### src/hw/pcore_mem_pkg.sv
package pcore_mem_pkg;

   localparam int XLEN        = 32;
   localparam int NUM_LANES   = 4;
   localparam int DMEM_DEPTH  = 256;               // Words per lane bank
   localparam int DMEM_AWIDTH = $clog2(DMEM_DEPTH);

   // Load size and extension
   typedef enum logic [2:0] {
      MEM_LD_OPS_NONE = 3'b000,
      MEM_LD_OPS_LB   = 3'b001,
      MEM_LD_OPS_LH   = 3'b010,
      MEM_LD_OPS_LW   = 3'b011,
      MEM_LD_OPS_LBU  = 3'b100,
      MEM_LD_OPS_LHU  = 3'b101
   } type_ld_ops_e;

   typedef enum logic [1:0] {
      MEM_ST_OPS_NONE = 2'b00,
      MEM_ST_OPS_SB   = 2'b01,
      MEM_ST_OPS_SH   = 2'b10,
      MEM_ST_OPS_SW   = 2'b11
   } type_st_ops_e;

   // Writeback source, only carried through here
   typedef enum logic [1:0] {
      RD_WB_ALU    = 2'b00,
      RD_WB_MEM    = 2'b01,
      RD_WB_PC_INC = 2'b10,
      RD_WB_CSR    = 2'b11
   } type_wb_sel_e;

   typedef struct packed {
      logic [XLEN-1:0]     pc;
      logic [XLEN-1:0]     instr;
      logic [XLEN-1:0]     alu_result;           // Effective address on loads and stores
      logic [XLEN-1:0]     rs2_data;
   } type_exe2mem_data_s;

   typedef struct packed {
      type_ld_ops_e        mem_ld_ops;
      type_st_ops_e        mem_st_ops;
      type_wb_sel_e        rd_wb_sel;
      logic                rd_wr_req;
   } type_exe2mem_ctrl_s;

   typedef struct packed {
      logic [XLEN-1:0]     pc;
      logic [XLEN-1:0]     alu_result;
      logic [XLEN-1:0]     dmem_rdata;
      logic [4:0]          rd_addr;
   } type_mem2wb_data_s;

   typedef struct packed {
      type_wb_sel_e        rd_wb_sel;
      logic                rd_wr_req;
   } type_mem2wb_ctrl_s;

   // Data word seen whole or as byte lanes, lane k is byte k
   typedef union packed {
      logic [XLEN-1:0]                word;
      logic [NUM_LANES-1:0][7:0]      lanes;
   } type_dmem_word_u;

   typedef struct packed {
      logic [XLEN-1:0]     addr;
      type_dmem_word_u     data_wr;
      logic [NUM_LANES-1:0] mask;
      logic                cs;                   // Active low
      logic                wr;                   // Active low
   } type_signal_to_dmem_s;

   typedef struct packed {
      type_dmem_word_u     data_rd;
   } type_signal_from_dmem_s;

   // What the load unit needs one cycle after the request
   typedef struct packed {
      type_ld_ops_e        mem_ld_ops;
      logic [1:0]          byte_off;
      logic [XLEN-1:0]     pc;
      logic [XLEN-1:0]     alu_result;
      logic [4:0]          rd_addr;
      type_wb_sel_e        rd_wb_sel;
      logic                rd_wr_req;
   } type_ld_ctx_s;

endpackage : pcore_mem_pkg

### src/hw/dmem_lane.sv
`timescale 1ns/1ps

module dmem_lane (
   input  logic                                  clk,
   input  logic                                  cs_n_i,     // Bank select, active low
   input  logic                                  wr_n_i,     // Write, active low
   input  logic                                  be_i,       // This lane takes the write
   input  logic [pcore_mem_pkg::DMEM_AWIDTH-1:0] addr_i,
   input  logic [7:0]                            wdata_i,
   output logic [7:0]                            rdata_o
);

   import pcore_mem_pkg::*;

   logic [7:0] mem [DMEM_DEPTH];

   logic       wr_en;

   assign wr_en = ~wr_n_i & be_i;

   // Read first, so a same-word write returns the old byte
   always_ff @(posedge clk) begin
      if (!cs_n_i) begin
         rdata_o <= mem[addr_i];
         if (wr_en) begin
            mem[addr_i] <= wdata_i;
         end
      end
   end

endmodule : dmem_lane

### config.mk
export PLATFORM = sky130hd
export DESIGN_NAME = dmem_lane
export DESIGN_NICKNAME = d
export VERILOG_FILES = /design/src/hw/pcore_mem_pkg.sv /design/src/hw/dmem_lane.sv
export SDC_FILE = /design/constraint.sdc
export NUM_CORES = 2
export LEC_CHECK = 0
export ABC_CLOCK_PERIOD_IN_PS = 3100
export BUFFER_PORTS_ARGS = -buffer_cell sky130_fd_sc_hd__buf_2
export CAP_MARGIN = 40
export CORE_ASPECT_RATIO = 0.6
export CORE_MARGIN = 2
export CORE_UTILIZATION = 50
export CTS_CLUSTER_SIZE = 10
export DETAILED_ROUTE_END_ITERATION = 10
export PLACE_DENSITY_LB_ADDON = 0.15
export SLEW_MARGIN = 30
export SYNTH_ARGS = -nofsm -noshare
export SYNTH_HDL_FRONTEND = slang
export SYNTH_SLANG_ARGS = --single-unit
export TNS_END_PERCENT = 50
### constraint.sdc
create_clock -name clk -period 3.1 [get_ports clk]
set_input_delay 0.93 -clock clk [delete_from_list [all_inputs] [get_ports clk]]
set_output_delay 0.93 -clock clk [all_outputs]
set_load 0.02 [all_outputs]
==> results.md <==
Worst setup path:
- In this run the critical register-to-register path is launched from mem[251][6]$_DFFE_PP_.
- On the worst path, the slowest cell contributes a delay of 530 ps.
- The end of the worst register-to-register path is rdata_o[6]$_DFFE_PN_.
- The most critical setup path has its endpoint at rdata_o[6]$_DFFE_PN_.
- The worst setup path startpoint is addr_i[0].
- The class of the most critical setup path is input port to flip-flop.
- The startpoint type of the worst setup path is an input port.
- STA puts the critical path data arrival time at 3580 ps.
- The highest fanout seen on the critical path is 18.
- Setup slack on the worst reg-to-reg path comes out at 460 ps.
- For the worst setup path, the data required time is 3640 ps.
- The cell depth of the worst flop-to-flop path is 7.
- The cell type of the slowest stage on the worst timing path is o41ai_1.
- Traced cell by cell, the critical path runs through buf_8, buf_12, buf_12, mux4_2, a22oi_1, a21oi_1, o41ai_1, buf_4, nand4_1.
- The worst setup path is captured at a flip-flop.
- The most common cell type on the critical path is buf_12.

Timing:
- The maximum clock frequency is 330 MHz.
- The final-report hold violation count is 0.
- Setup violations remaining at the end of the flow were counted as 0.
- The worst hold slack is 600 ps.
- The total negative slack is 0 ps.
- The smallest clock period supported by the final layout is computed as 3030 ps.
- The final critical path takes up 97.8% of the cycle.
- The max-slew headroom at the worst pin is 39.4%.
- The number of pins exceeding their max-slew limit in the final report came to 0.
- Setup repair after global routing left no endpoint under its margin.
- In the post-route analysis, the smallest setup slack over all paths is 67.6 ps.
- Between clock sinks in the finished design, the worst skew comes to 53.6 ps.
- At the pin with the least slew margin, the transition time is 909 ps.

Power:
- The leakage power is 29.5 nW.
- The worst-case IR drop observed on VDD is 599 uV.
- The power per cell area is 610 nW/um^2.

Route:
- The uppermost layer routed is met5.
- Dividing the detail-routed via count by the number of cells gives 6.42.
- The detailed-route DRC error count is 0.
- The count of routing violations after the opening detailed-route iteration is 5,869.
- Wires add up to 205 mm.
- The routed design uses 26.1 mm of met3 wire.
- Detailed routing placed a total of 90.3 mm of wire on met2.
- The first detailed-routing pass ran for 6 iterations.
- For this block, wires on met1 add up to 83.5 mm.
- Dividing the detail-routed wire length by the instance count gives 32.7 um.
- The via total after detailed routing is 40,300.
- The number of antenna-violating nets in the routed design is 0.

Clocking:
- In this run the number of H-tree levels came out at 4.
- The post-cts resize count is 3.
- Counting every sink on the clock net gives 2,056.
- The quantity of hold-fixing buffers added after cts is 0.
- Buffers added to address setup during post-CTS repair amount to 0.
- The root buffer cell chosen for the clock tree is clkbuf_16.
- The maximum buffer depth of the clock tree is 3.
- The number of buffers added by the clock tree synthesis step is 223.
- The CTS tree is yes.
- The later-pin clock latency in the skew report is 840 ps.
- After clock tree synthesis, the clock-pin slew on the worst setup and hold paths is 60 ps.

Synthesis:
- Yosys printed 0 warnings.
- The number of different library cells used by synthesis comes to 22.
- The share of the Yosys chip area taken by registers is 78.8%.
- The cell area after synthesis is 78,400 um^2.
- Synthesis inferred 2,056 register bits.
- Synthesis produced a netlist whose cell count is 3,527.
- Counting every net in the synthesized netlist gives 3,547.
- The synthesized area per cell is 22.2 um^2.

GRT:
- The maximum number of pins on one net before global-route repair is 86.
- Global routing used 25.9% of the available tracks.
- The number of antenna violations at the first check in global routing is 13.
- The first global-routing pass estimated 294 mm of wire.
- For this run the aggregate overflow at the end of global routing stands at 0.
- The number of global-route vias before repair was 41,000.

Floorplan:
- The area of the core is 156,000 um^2.
- The number of core rows is 112.
- The die is 311 um tall.
- The die covers 160,000 um^2.
- From left edge to right edge, the die measures 515 um.
- The number of primary I/O pins is 28.
- The initial utilization of the core area, before any placement, comes to 50.4%.

Run:
- Across the run, the number of max-cap violations was 0.

Layout:
- The most common library cell in the layout ignoring fill and taps is edfxtp_1.
- In the layout the commonest cells are edfxtp_1 (2,056), buf_4 (552), mux4_2 (512).
- The area growth from synthesis to layout is 17.8%.
- The total number of nets in the final design is 4,225.
- The fraction of final layout cells with drive strength greater than 1 is 34.3%.

Status:
- The flow ran to the end, and the final reports show no timing, DRC or antenna violations.

Min path:
- The class of the tightest hold or removal check is input port to flip-flop.

Placement:
- The pre-CTS worst setup slack is -1000 ps.
- The count of buffers added on input and output ports is 27.
- The routability congestion estimate from global placement is 0.867.
- The detailed-placement wirelength estimate is 133 mm.
[cells by family after synthesis]
group / count (synthesis) / share of synthesized area [%]
DFF: 2056 / 78.8
muxes: 512 / 14.7
AOI/OAI and AO/OA: 416 / 3.63
and+or+nand+nor: 317 / 1.60
buffers and inverters: 226 / 1.27
[state kept, by name, summed over array words and instances, names as in the netlist]
signal,flops
mem,2048
rdata_o,8
[cells in the mapped netlist]
| master | instances | share of area [%] |
|---|---|---|
| edfxtp_1 | 2056 | 79 |
| mux4_2 | 512 | 15 |
| nor2_1 | 260 | 1.2 |
| a22oi_1 | 256 | 2.5 |
| clkbuf_1 | 149 | 0.71 |
| a21oi_1 | 128 | 0.82 |
| buf_2 | 41 | 0.26 |
| o41ai_1 | 32 | 0.36 |
| nand2_1 | 30 | 0.14 |
| buf_1 | 17 | 0.081 |
| buf_4 | 11 | 0.11 |
| nand4_1 | 8 | 0.064 |
| buf_6 | 7 | 0.10 |
| nor2b_1 | 6 | 0.048 |
| nand3_1 | 4 | 0.026 |
| and2_1 | 2 | 0.016 |
| nand2b_1 | 2 | 0.016 |
| nor3b_1 | 2 | 0.019 |
| and3_1 | 1 | 0.0080 |
| and3b_1 | 1 | 0.011 |
| inv_1 | 1 | 0.0048 |
| or2_2 | 1 | 0.0080 |
[how the worst min path moves through the flow]
stage,start,to,cells past startpoint
3_5_place_dp,mem[212][7]$_DFFE_PP_,rdata_o[7]$_DFFE_PN_,6
5_1_grt,wdata_i[7],mem[19][7]$_DFFE_PP_,1
4_1_cts,wdata_i[3],mem[70][3]$_DFFE_PP_,1
6_report,wdata_i[3],mem[70][3]$_DFFE_PP_,1
2_1_floorplan,mem[146][0]$_DFFE_PP_,rdata_o[0]$_DFFE_PN_,5
3_3_place_gp,mem[215][7]$_DFFE_PP_,rdata_o[7]$_DFFE_PN_,6
[critical path: cells and delay by family]
family / cells / cell delay, ps
compound gates: 3 / 1150
buf+inv: 4 / 830
mux: 1 / 510
simple gates: 1 / 110
[report_power, final]
part	internal, W	switching [W]	total, W
clock	0.0127	0.0100	0.0227
combinational	0.00115	0.00177	0.00292
sequential	0.0306	0.0000249	0.0307
total	0.0445	0.0118	0.0563
[metal layers]
layer,vias to the layer above,GRT usage [%]
met5,-,0
met4,2,7.13
met2,2345,36.7
met1,21300,38.6
met3,355,8.75
li1,16300,-
[area by class of cell]
class,count,area [um^2]
clock buffers,226,5610
flip-flops and latches,2056,61700
multi-input cells,1245,15700
repair buffers,678,6350
diodes,7,17.5
fillers,10800,63200
well taps,2052,2570
clock inverters,15,324
inverters,1,3.75
[stage by stage]
stage / instance area [um^2] / power, W / instances / utilization [%]
5_1_grt: 92300 / 0.0579 / 6276 / 59.4
6_report: 92300 / 0.0563 / 6280 / 59.4
2_1_floorplan: 78400 / 0.0325 / 3527 / -
3_3_place_gp: 86300 / 0.0341 / 6032 / 55.5
3_5_place_dp: 86300 / 0.0341 / 6032 / 55.5
4_1_cts: 92300 / 0.0567 / 6273 / 59.3
Power figures use the tool's default switching activity.
