$ cat src/hw/pcore_mem_pkg.sv
package pcore_mem_pkg;

   localparam int XLEN        = 32;
   localparam int NUM_LANES   = 4;
   localparam int DMEM_DEPTH  = 256;               // Words per lane bank
   localparam int DMEM_AWIDTH = $clog2(DMEM_DEPTH);

   // Load size and extension
   typedef enum logic [2:0] {
      MEM_LD_OPS_NONE = 3'b000,
      MEM_LD_OPS_LB   = 3'b001,
      MEM_LD_OPS_LH   = 3'b010,
      MEM_LD_OPS_LW   = 3'b011,
      MEM_LD_OPS_LBU  = 3'b100,
      MEM_LD_OPS_LHU  = 3'b101
   } type_ld_ops_e;

   typedef enum logic [1:0] {
      MEM_ST_OPS_NONE = 2'b00,
      MEM_ST_OPS_SB   = 2'b01,
      MEM_ST_OPS_SH   = 2'b10,
      MEM_ST_OPS_SW   = 2'b11
   } type_st_ops_e;

   // Writeback source, only carried through here
   typedef enum logic [1:0] {
      RD_WB_ALU    = 2'b00,
      RD_WB_MEM    = 2'b01,
      RD_WB_PC_INC = 2'b10,
      RD_WB_CSR    = 2'b11
   } type_wb_sel_e;

   typedef struct packed {
      logic [XLEN-1:0]     pc;
      logic [XLEN-1:0]     instr;
      logic [XLEN-1:0]     alu_result;           // Effective address on loads and stores
      logic [XLEN-1:0]     rs2_data;
   } type_exe2mem_data_s;

   typedef struct packed {
      type_ld_ops_e        mem_ld_ops;
      type_st_ops_e        mem_st_ops;
      type_wb_sel_e        rd_wb_sel;
      logic                rd_wr_req;
   } type_exe2mem_ctrl_s;

   typedef struct packed {
      logic [XLEN-1:0]     pc;
      logic [XLEN-1:0]     alu_result;
      logic [XLEN-1:0]     dmem_rdata;
      logic [4:0]          rd_addr;
   } type_mem2wb_data_s;

   typedef struct packed {
      type_wb_sel_e        rd_wb_sel;
      logic                rd_wr_req;
   } type_mem2wb_ctrl_s;

   // Data word seen whole or as byte lanes, lane k is byte k
   typedef union packed {
      logic [XLEN-1:0]                word;
      logic [NUM_LANES-1:0][7:0]      lanes;
   } type_dmem_word_u;

   typedef struct packed {
      logic [XLEN-1:0]     addr;
      type_dmem_word_u     data_wr;
      logic [NUM_LANES-1:0] mask;
      logic                cs;                   // Active low
      logic                wr;                   // Active low
   } type_signal_to_dmem_s;

   typedef struct packed {
      type_dmem_word_u     data_rd;
   } type_signal_from_dmem_s;

   // What the load unit needs one cycle after the request
   typedef struct packed {
      type_ld_ops_e        mem_ld_ops;
      logic [1:0]          byte_off;
      logic [XLEN-1:0]     pc;
      logic [XLEN-1:0]     alu_result;
      logic [4:0]          rd_addr;
      type_wb_sel_e        rd_wb_sel;
      logic                rd_wr_req;
   } type_ld_ctx_s;

endpackage : pcore_mem_pkg

$ cat src/hw/mem_stage.sv
`timescale 1ns/1ps

module mem_stage (
   input  logic                               clk,
   input  logic                               rst_n_i,

   // From execute
   input  pcore_mem_pkg::type_exe2mem_data_s   exe2mem_data_i,
   input  pcore_mem_pkg::type_exe2mem_ctrl_s   exe2mem_ctrl_i,

   // Toward the lane banks, same cycle
   output pcore_mem_pkg::type_signal_to_dmem_s mem2dmem_o,

   // Toward the load unit, one cycle later
   output pcore_mem_pkg::type_ld_ctx_s         ld_ctx_o
);

   import pcore_mem_pkg::*;

   type_signal_to_dmem_s   mem2dmem;
   type_ld_ctx_s           ld_ctx_d;
   type_ld_ctx_s           ld_ctx_q;

   logic                   st_req;
   logic                   ld_req;
   logic [1:0]             byte_off;
   logic                   hw_upper;

   assign st_req   = (exe2mem_ctrl_i.mem_st_ops != MEM_ST_OPS_NONE);
   assign ld_req   = (exe2mem_ctrl_i.mem_ld_ops != MEM_LD_OPS_NONE);
   assign byte_off = exe2mem_data_i.alu_result[1:0];
   assign hw_upper = byte_off[1];                  // Halfword in lanes 3:2

   // Request word, lanes not addressed stay zero
   always_comb begin
      mem2dmem.addr         = exe2mem_data_i.alu_result;
      mem2dmem.cs           = ~(st_req | ld_req);
      mem2dmem.wr           = ~st_req;
      mem2dmem.data_wr.word = '0;
      mem2dmem.mask         = '0;

      case (exe2mem_ctrl_i.mem_st_ops)
         MEM_ST_OPS_SB : begin
            mem2dmem.data_wr.lanes[byte_off] = exe2mem_data_i.rs2_data[7:0];
            mem2dmem.mask[byte_off]          = 1'b1;
         end
         MEM_ST_OPS_SH : begin
            // Low byte of rs2 always lands in the even lane
            mem2dmem.data_wr.lanes[{hw_upper, 1'b0}] = exe2mem_data_i.rs2_data[7:0];
            mem2dmem.data_wr.lanes[{hw_upper, 1'b1}] = exe2mem_data_i.rs2_data[15:8];
            mem2dmem.mask = hw_upper ? 4'b1100 : 4'b0011;
         end
         MEM_ST_OPS_SW : begin
            mem2dmem.data_wr.word = exe2mem_data_i.rs2_data;
            mem2dmem.mask         = '1;
         end
         default : begin
         end
      endcase
   end

   // Next load context
   always_comb begin
      ld_ctx_d.mem_ld_ops = exe2mem_ctrl_i.mem_ld_ops;
      ld_ctx_d.byte_off   = byte_off;
      ld_ctx_d.pc         = exe2mem_data_i.pc;
      ld_ctx_d.alu_result = exe2mem_data_i.alu_result;
      ld_ctx_d.rd_addr    = exe2mem_data_i.instr[11:7];   // rd field
      ld_ctx_d.rd_wb_sel  = exe2mem_ctrl_i.rd_wb_sel;
      ld_ctx_d.rd_wr_req  = exe2mem_ctrl_i.rd_wr_req;
   end

   // Lines up with the registered read of the banks
   always_ff @(posedge clk or negedge rst_n_i) begin
      if (!rst_n_i) begin
         ld_ctx_q <= '0;
      end else begin
         ld_ctx_q <= ld_ctx_d;
      end
   end

   assign mem2dmem_o = mem2dmem;
   assign ld_ctx_o   = ld_ctx_q;

endmodule : mem_stage

$ cat config.mk
export PLATFORM = sky130hd
export DESIGN_NAME = mem_stage
export DESIGN_NICKNAME = d
export VERILOG_FILES = /design/src/hw/pcore_mem_pkg.sv /design/src/hw/mem_stage.sv
export SDC_FILE = /design/constraint.sdc
export NUM_CORES = 1
export LEC_CHECK = 0
export ABC_AREA = 1
export ABC_CLOCK_PERIOD_IN_PS = 1000
export BUFFER_PORTS_ARGS = -buffer_cell sky130_fd_sc_hd__buf_2
export CAP_MARGIN = 20
export CELL_PAD_IN_SITES_DETAIL_PLACEMENT = 0
export CELL_PAD_IN_SITES_GLOBAL_PLACEMENT = 1
export CORE_ASPECT_RATIO = 1.25
export CORE_MARGIN = 1
export CORE_UTILIZATION = 22
export DETAILED_ROUTE_END_ITERATION = 8
export GPL_TIMING_DRIVEN = 0
export PLACE_DENSITY_LB_ADDON = 0.1
export RECOVER_POWER = 25
export SLEW_MARGIN = 20
export SYNTH_ARGS = -nofsm -noshare
export SYNTH_HDL_FRONTEND = slang
export SYNTH_SLANG_ARGS = --single-unit
export TNS_END_PERCENT = 100
$ cat constraint.sdc
create_clock -name clk -period 1 [get_ports clk]
set_input_delay 0.2 -clock clk [delete_from_list [all_inputs] [get_ports clk]]
set_output_delay 0.2 -clock clk [all_outputs]
set_load 0.005 [all_outputs]
==> flow_metrics.py, run 1 <==
metrics = {
    "status": {
        "status": "finished with violations",
        "violations": "negative setup slack",
    },
    "die": {
        "die_h_um": 131,
        "start_util_pct": 22.8,
        "core_mm2": 0.0128,
        "pin_count": 285,
        "die_w_um": 105,
        "die-area_mm2": 0.0138,
        "core.rowCount": 46,
    },
    "global_route": {
        "grt_pass1_vias": 3093,
        "grt_max_degree": 57,
        "antenna_found_initial": 0,
        "grt_overflow_total": 0,
        "grt_pass1_wl_um": 16200,
        "grt_use_total_pct": 15.6,
    },
    "routing": {
        "wl_per_cell_um": 14.2,
        "drt-initial-drc-count": 75,
        "ant_nets": 0,
        "routed_wl_um": 11400,
        "viasPerCell": 3.90,
        "drc": 0,
        "first_pass_iters": 4,
        "via_count": 3149,
    },
    "min_path": {
        "worstHoldPathType": "input pin to flip-flop",
        "worstHoldStart": "exe2mem_data_i[43]",
    },
    "yosys": {
        "synth_seq_cells": 75,
        "syn-cell-area_mm2": 0.00292,
        "syn_nets": 426,
        "yosysSeqAreaShare_pct": 64.2,
        "synth_area_per_cell_um2": 10.1,
        "synthDistinctLibCells": 17,
        "syn-instance-count": 288,
        "yosys_warnings": 0,
    },
    "power_and_ir_drop": {
        "p_total_w": 0.00762,
        "comb_power_share_pct": 19.7,
        "p_sw_share_pct": 24.4,
        "power.leakage_nw": 3.15,
        "switching_power_w": 0.00186,
        "ir_worst_vdd_mv": 0.879,
        "p_int_w": 0.00576,
        "power_frac_seq_pct": 42.3,
        "powerDensity_mw_per_mm2": 1320,
        "pwr-share-clk_pct": 37.9,
    },
    "timing": {
        "setup_slack_ps": -127,
        "setup_tns_ps": -6720,
        "max_clock_freq_mhz": 887,
        "slew_viol_final": 0,
        "tightest_slew_ps": 560,
        "hold_violations": 0,
        "rsz0062_at_grt": "true",
        "period_share_pct": 113,
        "setup_viol": 131,
        "fin_crit_ps": 1130,
        "slew_headroom_pct": 62.7,
    },
    "clocking": {
        "cts_num_sinks": 75,
        "htreeDepth": 3,
        "cts_tree": "built",
        "numCtsBuffers": 9,
        "cts-root-buf": "clkbuf_16",
        "cts_buffer_depth": 2,
        "clk_transition_reported_paths_ps": 50,
    },
    "placed_design": {
        "dpl.hpwl_um": 8580,
        "place.gp.congestion": 0.810,
        "io_buffers": 255,
    },
    "layout": {
        "layout.nets": 772,
        "final_cell_mix": "buf_2 (242), dfrtp_1 (75), dlygate4sd3_1 (68)",
        "nFillCells": 1253,
        "num_antenna_cells": 0,
        "final_common_cell": "buf_2",
        "syn_to_final_growth_pct": 98.2,
        "layout-drive-gt1-share_pct": 53.1,
        "largest_reg_flops": 75,
    },
    "setup_path": {
        "worstSetupStartpoint": "exe2mem_data_i[33]",
        "cp.arrival_ps": 930,
        "crit_fanout": 8,
        "critical_path_class": "input pin to primary output",
        "crit_required_ps": 800,
        "timing.critical_path.to_type": "primary output",
        "start_kind": "input pin",
    },
    "flow_run": {
        "maxCapViolCount": 0,
    },
}
==> power groups by stage <==
| stage | registers [W] | logic (W) | clock network, W |
|---|---|---|---|
| after CTS | 0.00322 | 0.00141 | 0.00297 |
| after detailed placement | 0.00328 | 0.00112 | 0 |
| after floorplan | 0.00331 | 0.000358 | 0 |
| after global routing | 0.00324 | 0.00165 | 0.00312 |
| final | 0.00322 | 0.00151 | 0.00289 |
| after global placement | 0.00328 | 0.00111 | 0 |
==> routing by layer <==
| metal | global-route usage [%] | part of all wire, % | wire, um |
|---|---|---|---|
| met1 | 15.8 | 35 | 3980 |
| met2 | 29.2 | 55 | 6280 |
| met3 | 5.16 | 8.7 | 994 |
| met4 | 7.37 | 1.6 | 181 |
| met5 | 0 | 0 | 0 |
==> worst paths after layout <==
| path | endpoint | slack [ps] | depth (start not counted) |
|---|---|---|---|
| max in group asynchronous | ld_ctx_o[38] | -60 | 3 |
| min | ld_ctx_o[19] | 20 | 1 |
| min in group asynchronous | ld_ctx_o[16] | 400 | 2 |
| max | mem2dmem_o[14] | -130 | 7 |
==> repair_timing <==
| item | CTS | global route |
|---|---|---|
| setup buffers | 4 | 3 |
| resized for setup | 34 | 36 |
| cloned | 0 | 5 |
| hold buffers | 68 | 0 |
| pin swaps | 8 | 9 |
| setup endpoints to repair | 111 | 114 |
| endpoints found under the hold margin | 86 | 0 |
==> cells by family after synthesis <==
logic type             after synthesis  share of synthesized area, %
DFF                                 75                          64.2
and+or+nand+nor                    135                          19.6
AOI/OAI and AO/OA                   11                          1.88
buffers and inverters               67                          14.3
==> final cells by class <==
type | instances | area (um^2) | share of cell area (%)
tap | 168 | 210 | 3.63
multi-input combinational | 149 | 781 | 13.5
timing repair buffer | 333 | 2150 | 37.0
buffer | 39 | 365 | 6.31
clock buffer | 12 | 246 | 4.25
clock inverter | 4 | 26.3 | 0.454
inverter | 27 | 141 | 2.44
sequential | 75 | 1880 | 32.4
==> stage by stage <==
stage	cell area (um^2)	instances	utilization [%]	hold WS [ps]	setup slack, ps
CTS	5560	800	43.3	3.16	-276
finish	5790	807	45.1	19.3	-127
global route	5790	807	45.1	22.0	-201
floorplan	2920	288	-	-95.6	9.94
global placement	4410	711	34.4	309	-761
detailed placement	4440	712	34.6	107	-464
==> cell usage after synthesis <==
cell type  count  area [um^2]
inv_1         23         86.3
o21ai_0        3         15.0
nand4_1        3         18.8
buf_6          4         45.0
nor2_4         1         11.3
a21oi_1        8         40.0
nor3_1         1         5.00
nand2_1       70          263
dfrtp_1       75         1880
buf_4         36          270
nand2_2        3         18.8
nor2_1        34          128
inv_2          4         15.0
nor2_2         1         6.26
nand3_1       19         95.1
nand2_4        2         22.5
or2_2          1         6.26
==> critical path, cell delays in order <==
cell and delay, ps:
buf_12 130, inv_8 70, nand2_4 50, nor2_4 210, nand2_1 80, nand2_1 70
buf_2 110
No activity file was read; power rests on OpenSTA's default activity.
==> run 2, diff against run 1 <==
CORE_ASPECT_RATIO = 0.9   (was 1.25)
CTS_CLUSTER_SIZE = 24   (was unset)
==> flow_metrics.py, run 2 (synthesis results as in run 1) <==
metrics = {
    "setup_path": {
        "critical_path_class": "input pin to primary output",
        "crit_path_cell_trace": "buf_12, clkinv_8, nand2_8, nor2_4, nand2_1, nand2_1, buf_2",
        "crit_fanout": 8,
        "critPathMaxStageDelay_ps": 220,
        "start_kind": "input pin",
        "cp_slowest_cell": "nor2_4",
        "crit_required_ps": 800,
        "cpMostUsedCell": "nand2_1",
        "timing.critical_path.to_type": "primary output",
        "cp.arrival_ps": 950,
    },
    "global_route": {
        "grt_use_total_pct": 16.2,
        "antenna_found_initial": 0,
        "grt_pass1_vias": 3214,
        "grt_pass1_wl_um": 16500,
        "grt_max_degree": 51,
        "grt_overflow_total": 0,
    },
    "layout": {
        "final_common_cell": "buf_2",
        "fin_cells": 820,
        "multi_input_area_um2": 882,
        "largest_reg_flops": 75,
        "seq_area_mm2": 0.00188,
        "layout-drive-gt1-share_pct": 57.3,
        "num_antenna_cells": 0,
        "syn_to_final_growth_pct": 107,
        "finalInstanceArea_mm2": 0.00604,
        "final_cell_mix": "buf_2 (247), dfrtp_1 (75), dlygate4sd3_1 (74)",
        "layout.nets": 789,
        "nFillCells": 1254,
    },
    "power_and_ir_drop": {
        "powerDensity_mw_per_mm2": 1280,
        "p_total_w": 0.00776,
        "ir_worst_vdd_mv": 0.980,
        "power.leakage_nw": 3.26,
    },
    "routing": {
        "first_pass_iters": 4,
        "wl_per_cell_um": 13.8,
        "ant_nets": 0,
        "drc": 0,
        "routed_wl_um": 11300,
        "drt-initial-drc-count": 120,
        "via_count": 3230,
        "viasPerCell": 3.94,
    },
    "clocking": {
        "clk_transition_reported_paths_ps": 50,
        "numCtsBuffers": 9,
        "cts_tree": "built",
        "cts-root-buf": "clkbuf_16",
        "cts_buffer_depth": 2,
        "htreeDepth": 3,
        "cts_num_sinks": 75,
    },
    "placed_design": {
        "dpl-instance-area_mm2": 0.00443,
        "placed_cells": 708,
        "io_buffers": 255,
        "place.gp.congestion": 0.767,
        "dpl.hpwl_um": 8450,
        "dp_slack_ps": -413,
    },
    "timing": {
        "period_share_pct": 115,
        "max_clock_freq_mhz": 870,
        "setup_viol": 77,
        "hold_violations": 0,
        "fin_crit_ps": 1150,
        "slew_viol_final": 0,
        "tightest_slew_ps": 386,
        "whs_ps": 60.4,
        "slew_headroom_pct": 74.3,
        "rsz0062_at_grt": "true",
        "setup_slack_ps": -150,
    },
    "flow_run": {
        "maxCapViolCount": 0,
    },
    "die": {
        "die_w_um": 123,
        "core.rowCount": 39,
        "core_mm2": 0.0128,
        "die-area_mm2": 0.0138,
        "die_h_um": 111,
        "start_util_pct": 22.8,
        "pin_count": 285,
    },
    "min_path": {
        "worstHoldPathType": "input pin to flip-flop",
    },
    "status": {
        "status": "finished with violations",
        "violations": "negative setup slack",
    },
}
[run 2: cell count changes in the layout (fill, tap and decap cells not counted), sizes merged]
cell / change
buf: +15
clkbuf: -6
dlygate4sd3: +6
clkinv: +1
clkinvlp: +1
inv: -1
nor2: +1
[run 2: path summary, 6_finish.rpt]
check | start | end | slack (ps) | cells after the start
min | exe2mem_data_i[32] | ld_ctx_o[8] | 60 | 1
min in group asynchronous | rst_n_i | ld_ctx_o[43] | 370 | 2
max | exe2mem_ctrl_i[4] | mem2dmem_o[17] | -150 | 7
max in group asynchronous | rst_n_i | ld_ctx_o[50] | 60 | 3
[run 2: power by group]
part | switching [W] | internal (W) | total, W
clock network | 0.00115 | 0.00179 | 0.00294
logic | 0.000700 | 0.000888 | 0.00159
registers | 0.0000365 | 0.00319 | 0.00323
total | 0.00189 | 0.00587 | 0.00776
[run 2: stage by stage]
stage	TNS, ps	utilization (%)
3_3_place_gp	-68310	34.3
2_1_floorplan	0	-
3_5_place_dp	-13150	34.6
5_1_grt	-11550	47.1
6_report	-4480	47.1
4_1_cts	-9230	45.2
[run 2: repair_timing]
action,in CTS,in global routing
hold endpoints to repair,98,0
pin swaps,34,24
setup buffers,9,9
setup endpoints to repair,115,151
resized for setup,62,39
gates cloned,2,4
hold buffers,74,0
[run 2: final cells by class]
class	instances	area share, %
Buffer	38	5.57
Timing Repair Buffer	350	38.3
Clock inverter	5	0.456
Sequential cell	75	31.1
Multi-Input combinational cell	150	14.6
Clock buffer	11	4.18
Inverter	27	2.40
Tap cell	164	3.40
[run 2: per-layer routing]
metal	global-route usage, %	routed length (um)	vias up
li1	-	-	1590
met1	18.6	4450	1494
met2	28.6	5790	133
met3	4.56	918	13
met4	5.46	174	0
met5	0	0	-
[run 2: critical path: cells and delay by family]
| family | cells | cell delay [ps] |
|---|---|---|
| AND/OR/NAND/NOR | 4 | 450 |
| buffers and inverters | 3 | 290 |
