$ cat src/hw/pcore_mem_pkg.sv
package pcore_mem_pkg;

   localparam int XLEN        = 32;
   localparam int NUM_LANES   = 4;
   localparam int DMEM_DEPTH  = 256;               // Words per lane bank
   localparam int DMEM_AWIDTH = $clog2(DMEM_DEPTH);

   // Load size and extension
   typedef enum logic [2:0] {
      MEM_LD_OPS_NONE = 3'b000,
      MEM_LD_OPS_LB   = 3'b001,
      MEM_LD_OPS_LH   = 3'b010,
      MEM_LD_OPS_LW   = 3'b011,
      MEM_LD_OPS_LBU  = 3'b100,
      MEM_LD_OPS_LHU  = 3'b101
   } type_ld_ops_e;

   typedef enum logic [1:0] {
      MEM_ST_OPS_NONE = 2'b00,
      MEM_ST_OPS_SB   = 2'b01,
      MEM_ST_OPS_SH   = 2'b10,
      MEM_ST_OPS_SW   = 2'b11
   } type_st_ops_e;

   // Writeback source, only carried through here
   typedef enum logic [1:0] {
      RD_WB_ALU    = 2'b00,
      RD_WB_MEM    = 2'b01,
      RD_WB_PC_INC = 2'b10,
      RD_WB_CSR    = 2'b11
   } type_wb_sel_e;

   typedef struct packed {
      logic [XLEN-1:0]     pc;
      logic [XLEN-1:0]     instr;
      logic [XLEN-1:0]     alu_result;           // Effective address on loads and stores
      logic [XLEN-1:0]     rs2_data;
   } type_exe2mem_data_s;

   typedef struct packed {
      type_ld_ops_e        mem_ld_ops;
      type_st_ops_e        mem_st_ops;
      type_wb_sel_e        rd_wb_sel;
      logic                rd_wr_req;
   } type_exe2mem_ctrl_s;

   typedef struct packed {
      logic [XLEN-1:0]     pc;
      logic [XLEN-1:0]     alu_result;
      logic [XLEN-1:0]     dmem_rdata;
      logic [4:0]          rd_addr;
   } type_mem2wb_data_s;

   typedef struct packed {
      type_wb_sel_e        rd_wb_sel;
      logic                rd_wr_req;
   } type_mem2wb_ctrl_s;

   // Data word seen whole or as byte lanes, lane k is byte k
   typedef union packed {
      logic [XLEN-1:0]                word;
      logic [NUM_LANES-1:0][7:0]      lanes;
   } type_dmem_word_u;

   typedef struct packed {
      logic [XLEN-1:0]     addr;
      type_dmem_word_u     data_wr;
      logic [NUM_LANES-1:0] mask;
      logic                cs;                   // Active low
      logic                wr;                   // Active low
   } type_signal_to_dmem_s;

   typedef struct packed {
      type_dmem_word_u     data_rd;
   } type_signal_from_dmem_s;

   // What the load unit needs one cycle after the request
   typedef struct packed {
      type_ld_ops_e        mem_ld_ops;
      logic [1:0]          byte_off;
      logic [XLEN-1:0]     pc;
      logic [XLEN-1:0]     alu_result;
      logic [4:0]          rd_addr;
      type_wb_sel_e        rd_wb_sel;
      logic                rd_wr_req;
   } type_ld_ctx_s;

endpackage : pcore_mem_pkg

$ cat src/hw/load_unit.sv
`timescale 1ns/1ps

module load_unit (
   input  pcore_mem_pkg::type_ld_ctx_s           ld_ctx_i,
   input  pcore_mem_pkg::type_signal_from_dmem_s dmem2mem_i,
   output pcore_mem_pkg::type_mem2wb_data_s      mem2wb_data_o,
   output pcore_mem_pkg::type_mem2wb_ctrl_s      mem2wb_ctrl_o
);

   import pcore_mem_pkg::*;

   type_dmem_word_u     rdata;
   type_mem2wb_data_s   mem2wb_data;
   type_mem2wb_ctrl_s   mem2wb_ctrl;

   logic [7:0]          ld_byte;
   logic [15:0]         ld_hword;
   logic [XLEN-1:0]     ld_data;
   logic                hw_upper;

   assign rdata    = dmem2mem_i.data_rd;
   assign hw_upper = ld_ctx_i.byte_off[1];

   // Lane view of the returned word
   assign ld_byte  = rdata.lanes[ld_ctx_i.byte_off];
   assign ld_hword = {rdata.lanes[{hw_upper, 1'b1}], rdata.lanes[{hw_upper, 1'b0}]};

   // Sign or zero extension by opcode
   always_comb begin
      case (ld_ctx_i.mem_ld_ops)
         MEM_LD_OPS_LB  : ld_data = {{(XLEN-8){ld_byte[7]}}, ld_byte};
         MEM_LD_OPS_LBU : ld_data = {{(XLEN-8){1'b0}}, ld_byte};
         MEM_LD_OPS_LH  : ld_data = {{(XLEN-16){ld_hword[15]}}, ld_hword};
         MEM_LD_OPS_LHU : ld_data = {{(XLEN-16){1'b0}}, ld_hword};
         MEM_LD_OPS_LW  : ld_data = rdata.word;
         default        : ld_data = '0;         // Not a load
      endcase
   end

   // Writeback record
   always_comb begin
      mem2wb_data.pc         = ld_ctx_i.pc;
      mem2wb_data.alu_result = ld_ctx_i.alu_result;
      mem2wb_data.dmem_rdata = ld_data;
      mem2wb_data.rd_addr    = ld_ctx_i.rd_addr;

      mem2wb_ctrl.rd_wb_sel  = ld_ctx_i.rd_wb_sel;
      mem2wb_ctrl.rd_wr_req  = ld_ctx_i.rd_wr_req;
   end

   assign mem2wb_data_o = mem2wb_data;
   assign mem2wb_ctrl_o = mem2wb_ctrl;

endmodule : load_unit

$ cat config.mk
export PLATFORM = sky130hd
export DESIGN_NAME = load_unit
export DESIGN_NICKNAME = d
export VERILOG_FILES = /design/src/hw/pcore_mem_pkg.sv /design/src/hw/load_unit.sv
export SDC_FILE = /design/constraint.sdc
export NUM_CORES = 1
export LEC_CHECK = 0
export ABC_AREA = 1
export BUFFER_PORTS_ARGS = -buffer_cell sky130_fd_sc_hd__clkbuf_2
export CORE_AREA = 2 2 82 84
export DETAILED_ROUTE_END_ITERATION = 8
export DIE_AREA = 0 0 84 86
export GPL_TIMING_DRIVEN = 1
export PLACE_DENSITY_LB_ADDON = 0.12
export SLEW_MARGIN = 30
export SYNTH_ARGS = -nofsm -noshare
export SYNTH_HDL_FRONTEND = slang
export SYNTH_SLANG_ARGS = --single-unit
export TNS_END_PERCENT = 30
$ cat constraint.sdc
create_clock -name vclk -period 1.1
set_input_delay 0.11 -clock vclk [all_inputs]
set_output_delay 0.11 -clock vclk [all_outputs]
set_load 0.01 [all_outputs]
==> results of run 1 <==
cells in the final DEF (no fill, tap or decap), types with 7 or more instances in the layout:
master and instances:
inv_1 21, nand2_2 20, buf_2 29, nand3_1 33
nor2_1 10, nand2_1 58, buf_4 12, buf_6 7
clkbuf_2 35, o21ai_0 7
metal layers:
layer / up-vias / global-route usage
met1: 684 / 0.153
met4: 0 / 0.0308
met5: - / 0
li1: 750 / -
met2: 56 / 0.219
met3: 20 / 0.0115
worst min path at each step:
stage | start | endpoint | slack, ns
after CTS | ld_ctx_i[4] | mem2wb_data_o[1] | 0.22
after detailed placement | ld_ctx_i[4] | mem2wb_data_o[1] | 0.22
after global routing | ld_ctx_i[0] | mem2wb_ctrl_o[0] | 0.22
after floorplan | ld_ctx_i[0] | mem2wb_ctrl_o[0] | 0.31
after global placement | ld_ctx_i[4] | mem2wb_data_o[1] | 0.22
final | ld_ctx_i[0] | mem2wb_ctrl_o[0] | 0.22
cell type report:
| type | count | area (um2) | area share |
|---|---|---|---|
| Inverter | 28 | 120 | 0.0718 |
| Timing Repair Buffer | 92 | 658 | 0.393 |
| Multi-Input combinational cell | 150 | 798 | 0.477 |
| Tap cell | 77 | 96.3 | 0.0576 |
worst max-delay path, cell delays in order:
cell      delay, ns
clkbuf_8       0.14
inv_4          0.06
nand3_2        0.09
nand3b_4       0.20
buf_12         0.17
nand3_1        0.07
buf_2          0.13
cell families after synthesis:
group / after synthesis / share of synthesized area
AOI/OAI and AO/OA: 14 / 0.0507
buffers and inverters: 107 / 0.506
and+or+nand+nor: 136 / 0.443
power by group through the flow:
| stage | combinational, uW | sequential [uW] | clock (uW) |
|---|---|---|---|
| finish | 702 | 0 | 0 |
| CTS | 639 | 0 | 0 |
| floorplan | 566 | 0 | 0 |
| detailed placement | 609 | 0 | 0 |
| global route | 778 | 0 | 0 |
| global placement | 611 | 0 | 0 |
stage by stage:
step	std cells	setup TNS, ns	instance area, um2	hold slack, ns	utilization
3_3_place_gp	344	-1.73	1430	0.220	0.228
3_5_place_dp	344	-1.46	1430	0.220	0.228
4_1_cts	346	-0.00347	1500	0.220	0.239
6_report	347	0	1670	0.220	0.266
5_1_grt	347	-0.442	1670	0.220	0.266
2_1_floorplan	257	0	1380	0.312	-
repair_timing:
action	in CTS	in global routing
gates cloned	1	1
setup endpoints to repair	31	32
buffers inserted	1	0
gates resized for setup	15	81
pin swaps	0	12
==> run summary, run 1 <==
worst setup margin: 0.0117 ns
Tcrit/Tclk final: 0.989
RSZ-0062 raised after global routing: yes
initial DRC count: 43
CP startpoint kind: primary input
combinational share of power: 1.000
Synth Net Count: 366
layout filler cell count: 765
vias in the first global route: 1454
largest net degree at the start of global routing: 23
Peak Freq: 919 MHz
CP endpoint kind: output port
gr ovfl total: 0
std cell rows: 29
Mapped Area: 1380 um2
hold buffers post-CTS: 0
met1 wire length: 2.01 mm
status: finished, final reports clean
Slew @ Worst Pin: 0.203 ns
Post-synth top cells: buf_4, nand2_1, nand3_1
Seq cells: 0
top cell type's share of synthesized area: 0.408
worst vdd ir: 0.125 mV
Detailed Place HPWL: 3.67 mm
area grow syn2layout: 21.1%
CP startpoint: ld_ctx_i[75]
Reg power frac: 0
Min-Delay Path Class: in2out
post-synthesis sequential area ratio: 0
antenna viol nets, final: 0
cell count after synthesis: 257
total power draw: 702 uW
syn avg cell area: 5.37 um2
PD cells: 420 nW/um2
Initial Util: 0.220
DRT Wirelength: 4.77 mm
Distinct cells, synth: 15
Highest Signal Layer: met4
Setup violations, final: 0
Worst Path Max Fanout: 14
detailed-route via count: 1510
Synthesis Warnings: 0
wire length on met2: 2.36 mm
number of port buffers: 69
DRC Markers: 0
WL met3: 288 um
Diodes inserted: 0
Net Switching: 383 uW
Hold Fails Final Rpt: 0
Lkg Pwr: 0.00104 uW
die height: 86 um
global-route wire length before repair: 7.16 mm
sw frac: 0.545
type of the worst setup path: in2out
initial antenna violation count: 0
Core ar.: 6280 um2
routed len/inst: 13.7 um
GPL Wtd Cong: 0.760
Int Power: 320 uW
MaxCap Viol Count: 0
clock buffers: 0
relative slew slack: 0.863
cells taking the most area after synthesis: buf_4, nand2_1, nand3_1
min Tclk post-route: 1.09 ns
die footprint: 7220 um2
Slew Limit Fails: 0
arrival time worst endpoint: 0.98 ns
Nets: 381
Tot GR Track Use: 0.121
DR pass1 iterations: 4
clock power share: 0
Critical Path RT: 0.99 ns
I/O Pins: 213
DIE WIDTH: 84 um
hold depth: 0
pre-CTS setup slack: -0.0881 ns
Storage cell area: 0 um2
top cell type by total area after synthesis: buf_4
fraction of layout cells with a size suffix above 1: 0.519
Via density: 4.35
Worst setup endpoint: mem2wb_data_o[27]
(Power assumes the default switching activity.)
==> run 2, diff against run 1 <==
--- a/config.mk
+++ b/config.mk
@@ -11,7 +11,8 @@
 export DETAILED_ROUTE_END_ITERATION = 8
 export DIE_AREA = 0 0 84 86
 export GPL_TIMING_DRIVEN = 1
-export PLACE_DENSITY_LB_ADDON = 0.12
+export PLACE_DENSITY = 0.75
+export SKIP_LAST_GASP = 1
 export SLEW_MARGIN = 30
 export SYNTH_ARGS = -nofsm -noshare
 export SYNTH_HDL_FRONTEND = slang
==> run 2 against run 1 <==
Net effect:
- flip-flop and latch count did not move
- via count rose by 4.4%
- die area did not move
- global-route usage rose by 1.7 points
- non-clock buffer count fell by 7
- design area rose by 3.2%
- wire length rose by 11%
- combinational power rose by 5.3%
- critical path depth rose by 1
- utilization rose by 0.86 points
- hold slack did not move
- critical path type unchanged
- critical endpoint is now mem2wb_data_o[34]
==> run summary, run 2 (synthesized netlist as in run 1, its figures left out) <==
status: finished, final reports clean
type of the worst setup path: in2out
I/O Pins: 213
vias in the first global route: 1584
Peak Freq: 916 MHz
most frequent cells in the layout: nand2_1, clkbuf_2, nand3_1
RSZ-0062 raised after global routing: yes
Min-Delay Path Class: in2out
DP Area: 1360 um2
Nets: 377
MaxCap Viol Count: 0
worst vdd ir: 0.110 mV
clock buffers: 0
hold buffers post-CTS: 0
Tcrit/Tclk final: 0.992
min Tclk post-route: 1.09 ns
Worst Path Max Fanout: 6
Hold Fails Final Rpt: 0
GPL Wtd Cong: 0.802
layout filler cell count: 707
met1 wire length: 1.99 mm
WL met3: 509 um
largest net degree at the start of global routing: 26
Seq cells: 0
Core ar.: 6280 um2
Tot GR Track Use: 0.138
area grow syn2layout: 25.0%
Slew Limit Fails: 0
antenna viol nets, final: 0
die footprint: 7220 um2
gr ovfl total: 0
CP endpoint kind: output port
Critical Path RT: 0.99 ns
post-route cell area: 1730 um2
initial antenna violation count: 0
CP startpoint kind: primary input
PD cells: 428 nW/um2
Highest Signal Layer: met4
Detailed Place HPWL: 3.88 mm
Setup violations, final: 0
Slew @ Worst Pin: 0.218 ns
arrival time worst endpoint: 0.98 ns
global-route wire length before repair: 7.94 mm
Sum Neg Setup Slack: 0 ns
fraction of layout cells with a size suffix above 1: 0.526
Lkg Pwr: 0.00110 uW
DR pass1 iterations: 4
Initial Util: 0.220
crit path cell chain: clkbuf_16, inv_8, nand2_4, nand3_4, buf_12, nand3b_4, nand3_1, clkbuf_2
Via density: 4.59
DIE WIDTH: 84 um
Diodes inserted: 0
die height: 86 um
Storage cell area: 0 um2
wire length on met2: 2.53 mm
relative slew slack: 0.853
number of port buffers: 69
initial DRC count: 50
DRC Markers: 0
detailed-route via count: 1576
routed len/inst: 15.4 um
CP max stage cell: buf_12
std cell rows: 29
DRT Wirelength: 5.29 mm
CP peak stage delay: 0.17 ns
[run 2: cell count changes in the layout (fill, tap and decap cells not counted), moves of 2 or more]
| cell | previous run | this run |
|---|---|---|
| buf_12 | 5 | 3 |
| buf_2 | 29 | 2 |
| buf_4 | 12 | 9 |
| clkbuf_2 | 35 | 61 |
| nand2_1 | 58 | 61 |
| nand2_2 | 20 | 10 |
| nand2_4 | 2 | 8 |
| nand3_1 | 33 | 25 |
| nand3_2 | 6 | 11 |
| nand3_4 | 0 | 3 |
| nand3b_4 | 1 | 4 |
[run 2: critical path: cells and delay by family]
family / cells / cell delay, ns
buffers and inverters: 4 / 0.48
AND/OR/NAND/NOR: 4 / 0.38
[run 2: final cells by class]
cell class                 instances  area (um2)  share of cell area
inverter                          28         118              0.0681
tap                               77        96.3              0.0558
multi-input combinational        153         940               0.544
timing repair buffer              85         573               0.332
[run 2: timing repair]
item | CTS | global route
buffers inserted | 1 | 1
setup endpoints to repair | 31 | 32
pin swaps | 6 | 13
gates cloned | 3 | 0
gates resized for setup | 30 | 53
[run 2: report_power, final]
group	internal, uW	switching (uW)	leakage [uW]
Combinational	323	416	0.00110
Clock	0	0	0
Sequential	0	0	0
Total	323	416	0.00110
[run 2: path summary, 6_finish.rpt]
kind          from                end  cells past startpoint
min    ld_ctx_i[0]   mem2wb_ctrl_o[0]                      0
max   ld_ctx_i[73]  mem2wb_data_o[34]                      8
[run 2: per-stage QoR]
step / hold slack (ns) / total power (uW) / setup WS (ns) / util / cells
5_1_grt: 0.220 / 806 / -0.0426 / 0.275 / 343
4_1_cts: 0.220 / 666 / -0.0212 / 0.248 / 342
3_5_place_dp: 0.220 / 582 / -0.169 / 0.216 / 338
6_report: 0.220 / 739 / 0.00883 / 0.275 / 343
3_3_place_gp: 0.220 / 572 / -0.133 / 0.216 / 338
2_1_floorplan: 0.312 / 566 / 0.188 / - / 257
[run 2: per-layer routing]
layer | GRT usage | vias up
met3 | 0.0404 | 38
met1 | 0.146 | 699
met2 | 0.252 | 87
met5 | 0 | -
li1 | - | 752
met4 | 0.0630 | 0
==> run 3, diff against run 2 <==
--- a/config.mk
+++ b/config.mk
@@ -6,12 +6,12 @@
 export NUM_CORES = 1
 export LEC_CHECK = 0
 export ABC_AREA = 1
-export BUFFER_PORTS_ARGS = -buffer_cell sky130_fd_sc_hd__clkbuf_2
 export CORE_AREA = 2 2 82 84
 export DETAILED_ROUTE_END_ITERATION = 8
 export DIE_AREA = 0 0 84 86
+export DONT_BUFFER_PORTS = 1
 export GPL_TIMING_DRIVEN = 1
-export PLACE_DENSITY = 0.75
+export PLACE_DENSITY = 0.46
 export SKIP_LAST_GASP = 1
 export SLEW_MARGIN = 30
 export SYNTH_ARGS = -nofsm -noshare
==> run 3 against run 2 <==
Net effect:
- first-iteration DRC count fell by 40%
- wire length fell by 17%
- global-route usage fell by 3.5 points
- combinational power fell by 47%
- cell count fell by 22%
- design area fell by 41%
- critical path depth fell by 4
- fmax rose by 5.9%
- power fell by 47%
- utilization fell by 11 points
- flip-flop and latch count did not move
- critical path type unchanged
- critical endpoint is now mem2wb_data_o[23]
- highest routed layer unchanged
==> run summary, run 3 (synthesized netlist as in run 1, its figures left out) <==
status: finished, final reports clean
Highest Signal Layer: met4
clock buffers: 0
number of buffers and inverters on the critical path: 1
DRC Markers: 0
Hold EP: mem2wb_ctrl_o[0]
combinational share of power: 1.000
Lkg Pwr: 0.000630 uW
most frequent cells in the layout: nand2_1, nand3_1, inv_1
antenna viol nets, final: 0
total power draw: 391 uW
Min-Delay Path Class: in2out
Core ar.: 6280 um2
Nets: 300
WL met3: 420 um
Hold Path Origin: ld_ctx_i[0]
Initial Util: 0.220
vias in the first global route: 1184
std cell rows: 29
initial antenna violation count: 0
hold depth: 0
Worst Path Max Fanout: 6
Hold Fails Final Rpt: 0
CP endpoint kind: output port
MaxCap Viol Count: 0
Diodes inserted: 0
GPL Wtd Cong: 0.776
worst vdd ir: 0.0671 mV
arrival time worst endpoint: 0.92 ns
routed len/inst: 16.5 um
die footprint: 7220 um2
RSZ-0062 raised after global routing: yes
Via density: 4.48
gr ovfl total: 0
Int Power: 123 uW
min Tclk post-route: 1.03 ns
Slew @ Worst Pin: 0.210 ns
area grow syn2layout: -26.7%
met1 wire length: 1.65 mm
CP peak stage delay: 0.35 ns
CP startpoint kind: primary input
DIE WIDTH: 84 um
type of the worst setup path: in2out
CP max stage cell: nand3b_2
fraction of layout cells with a size suffix above 1: 0.143
Setup violations, final: 0
sw frac: 0.687
Storage cell area: 0 um2
placed insts: 264
Peak Freq: 970 MHz
Post-Layout Cell Count: 266
initial DRC count: 30
Critical Path RT: 0.99 ns
PD cells: 386 nW/um2
global-route wire length before repair: 6.00 mm
DRT Wirelength: 4.40 mm
number of setup buffers added after CTS: 0
clock power share: 0
most common cell after layout, fill and taps aside: nand2_1
relative slew slack: 0.860
Tot GR Track Use: 0.102
crit path cell chain: inv_1, nand3_2, nand3b_2, nand3_1
Hold Worst Slack: 0.220 ns
wire length on met2: 2.21 mm
die height: 86 um
Slew Limit Fails: 0
DP Area: 976 um2
Tcrit/Tclk final: 0.937
largest net degree at the start of global routing: 25
Reg power frac: 0
number of port buffers: 0
I/O Pins: 213
post-route cell area: 1010 um2
Net Switching: 269 uW
CP top delay family: simple AND/OR/NAND/NOR gates
Seq cells: 0
Detailed Place HPWL: 3.36 mm
DR pass1 iterations: 4
detailed-route via count: 1193
## run 3: timing repair
| action | CTS | global route |
|---|---|---|
| gates resized for setup | 0 | 2 |
| setup endpoints to repair | 0 | 24 |
| hold buffers | 0 | 0 |
| hold endpoints to repair | 0 | 0 |
## run 3: power groups by stage
stage	combinational, uW	sequential, uW	clock (uW)
2_1_floorplan	566	0	0
3_3_place_gp	380	0	0
3_5_place_dp	384	0	0
4_1_cts	385	0	0
5_1_grt	442	0	0
6_report	391	0	0
## run 3: how the worst max path moves through the flow
stage	from	to	cells after the start
after floorplan	ld_ctx_i[73]	mem2wb_data_o[21]	6
after detailed placement	ld_ctx_i[76]	mem2wb_data_o[21]	4
after CTS	ld_ctx_i[76]	mem2wb_data_o[21]	4
final	ld_ctx_i[76]	mem2wb_data_o[23]	4
after global routing	ld_ctx_i[76]	mem2wb_data_o[10]	7
after global placement	ld_ctx_i[76]	mem2wb_data_o[21]	4
## run 3: metal layers
layer	track usage	vias up
li1	-	593
met1	0.109	527
met2	0.188	47
met3	0.0337	26
met4	0.0381	0
met5	0	-
## run 3: layout make-up
cell class / count / area, um2
tap: 77 / 96.3
timing repair buffer: 9 / 92.6
multi-input combinational: 152 / 718
fill: 764 / 5270
inverter: 28 / 105
## run 3: through the flow
| step | utilization | setup TNS [ns] | worst slack, ns |
|---|---|---|---|
| after CTS | 0.155 | 0 | 0.0149 |
| after global placement | 0.155 | 0 | 0.0422 |
| after floorplan | - | 0 | 0.188 |
| final | 0.161 | 0 | 0.0694 |
| after detailed placement | 0.155 | 0 | 0.0110 |
| after global routing | 0.161 | -0.0403 | -0.0115 |
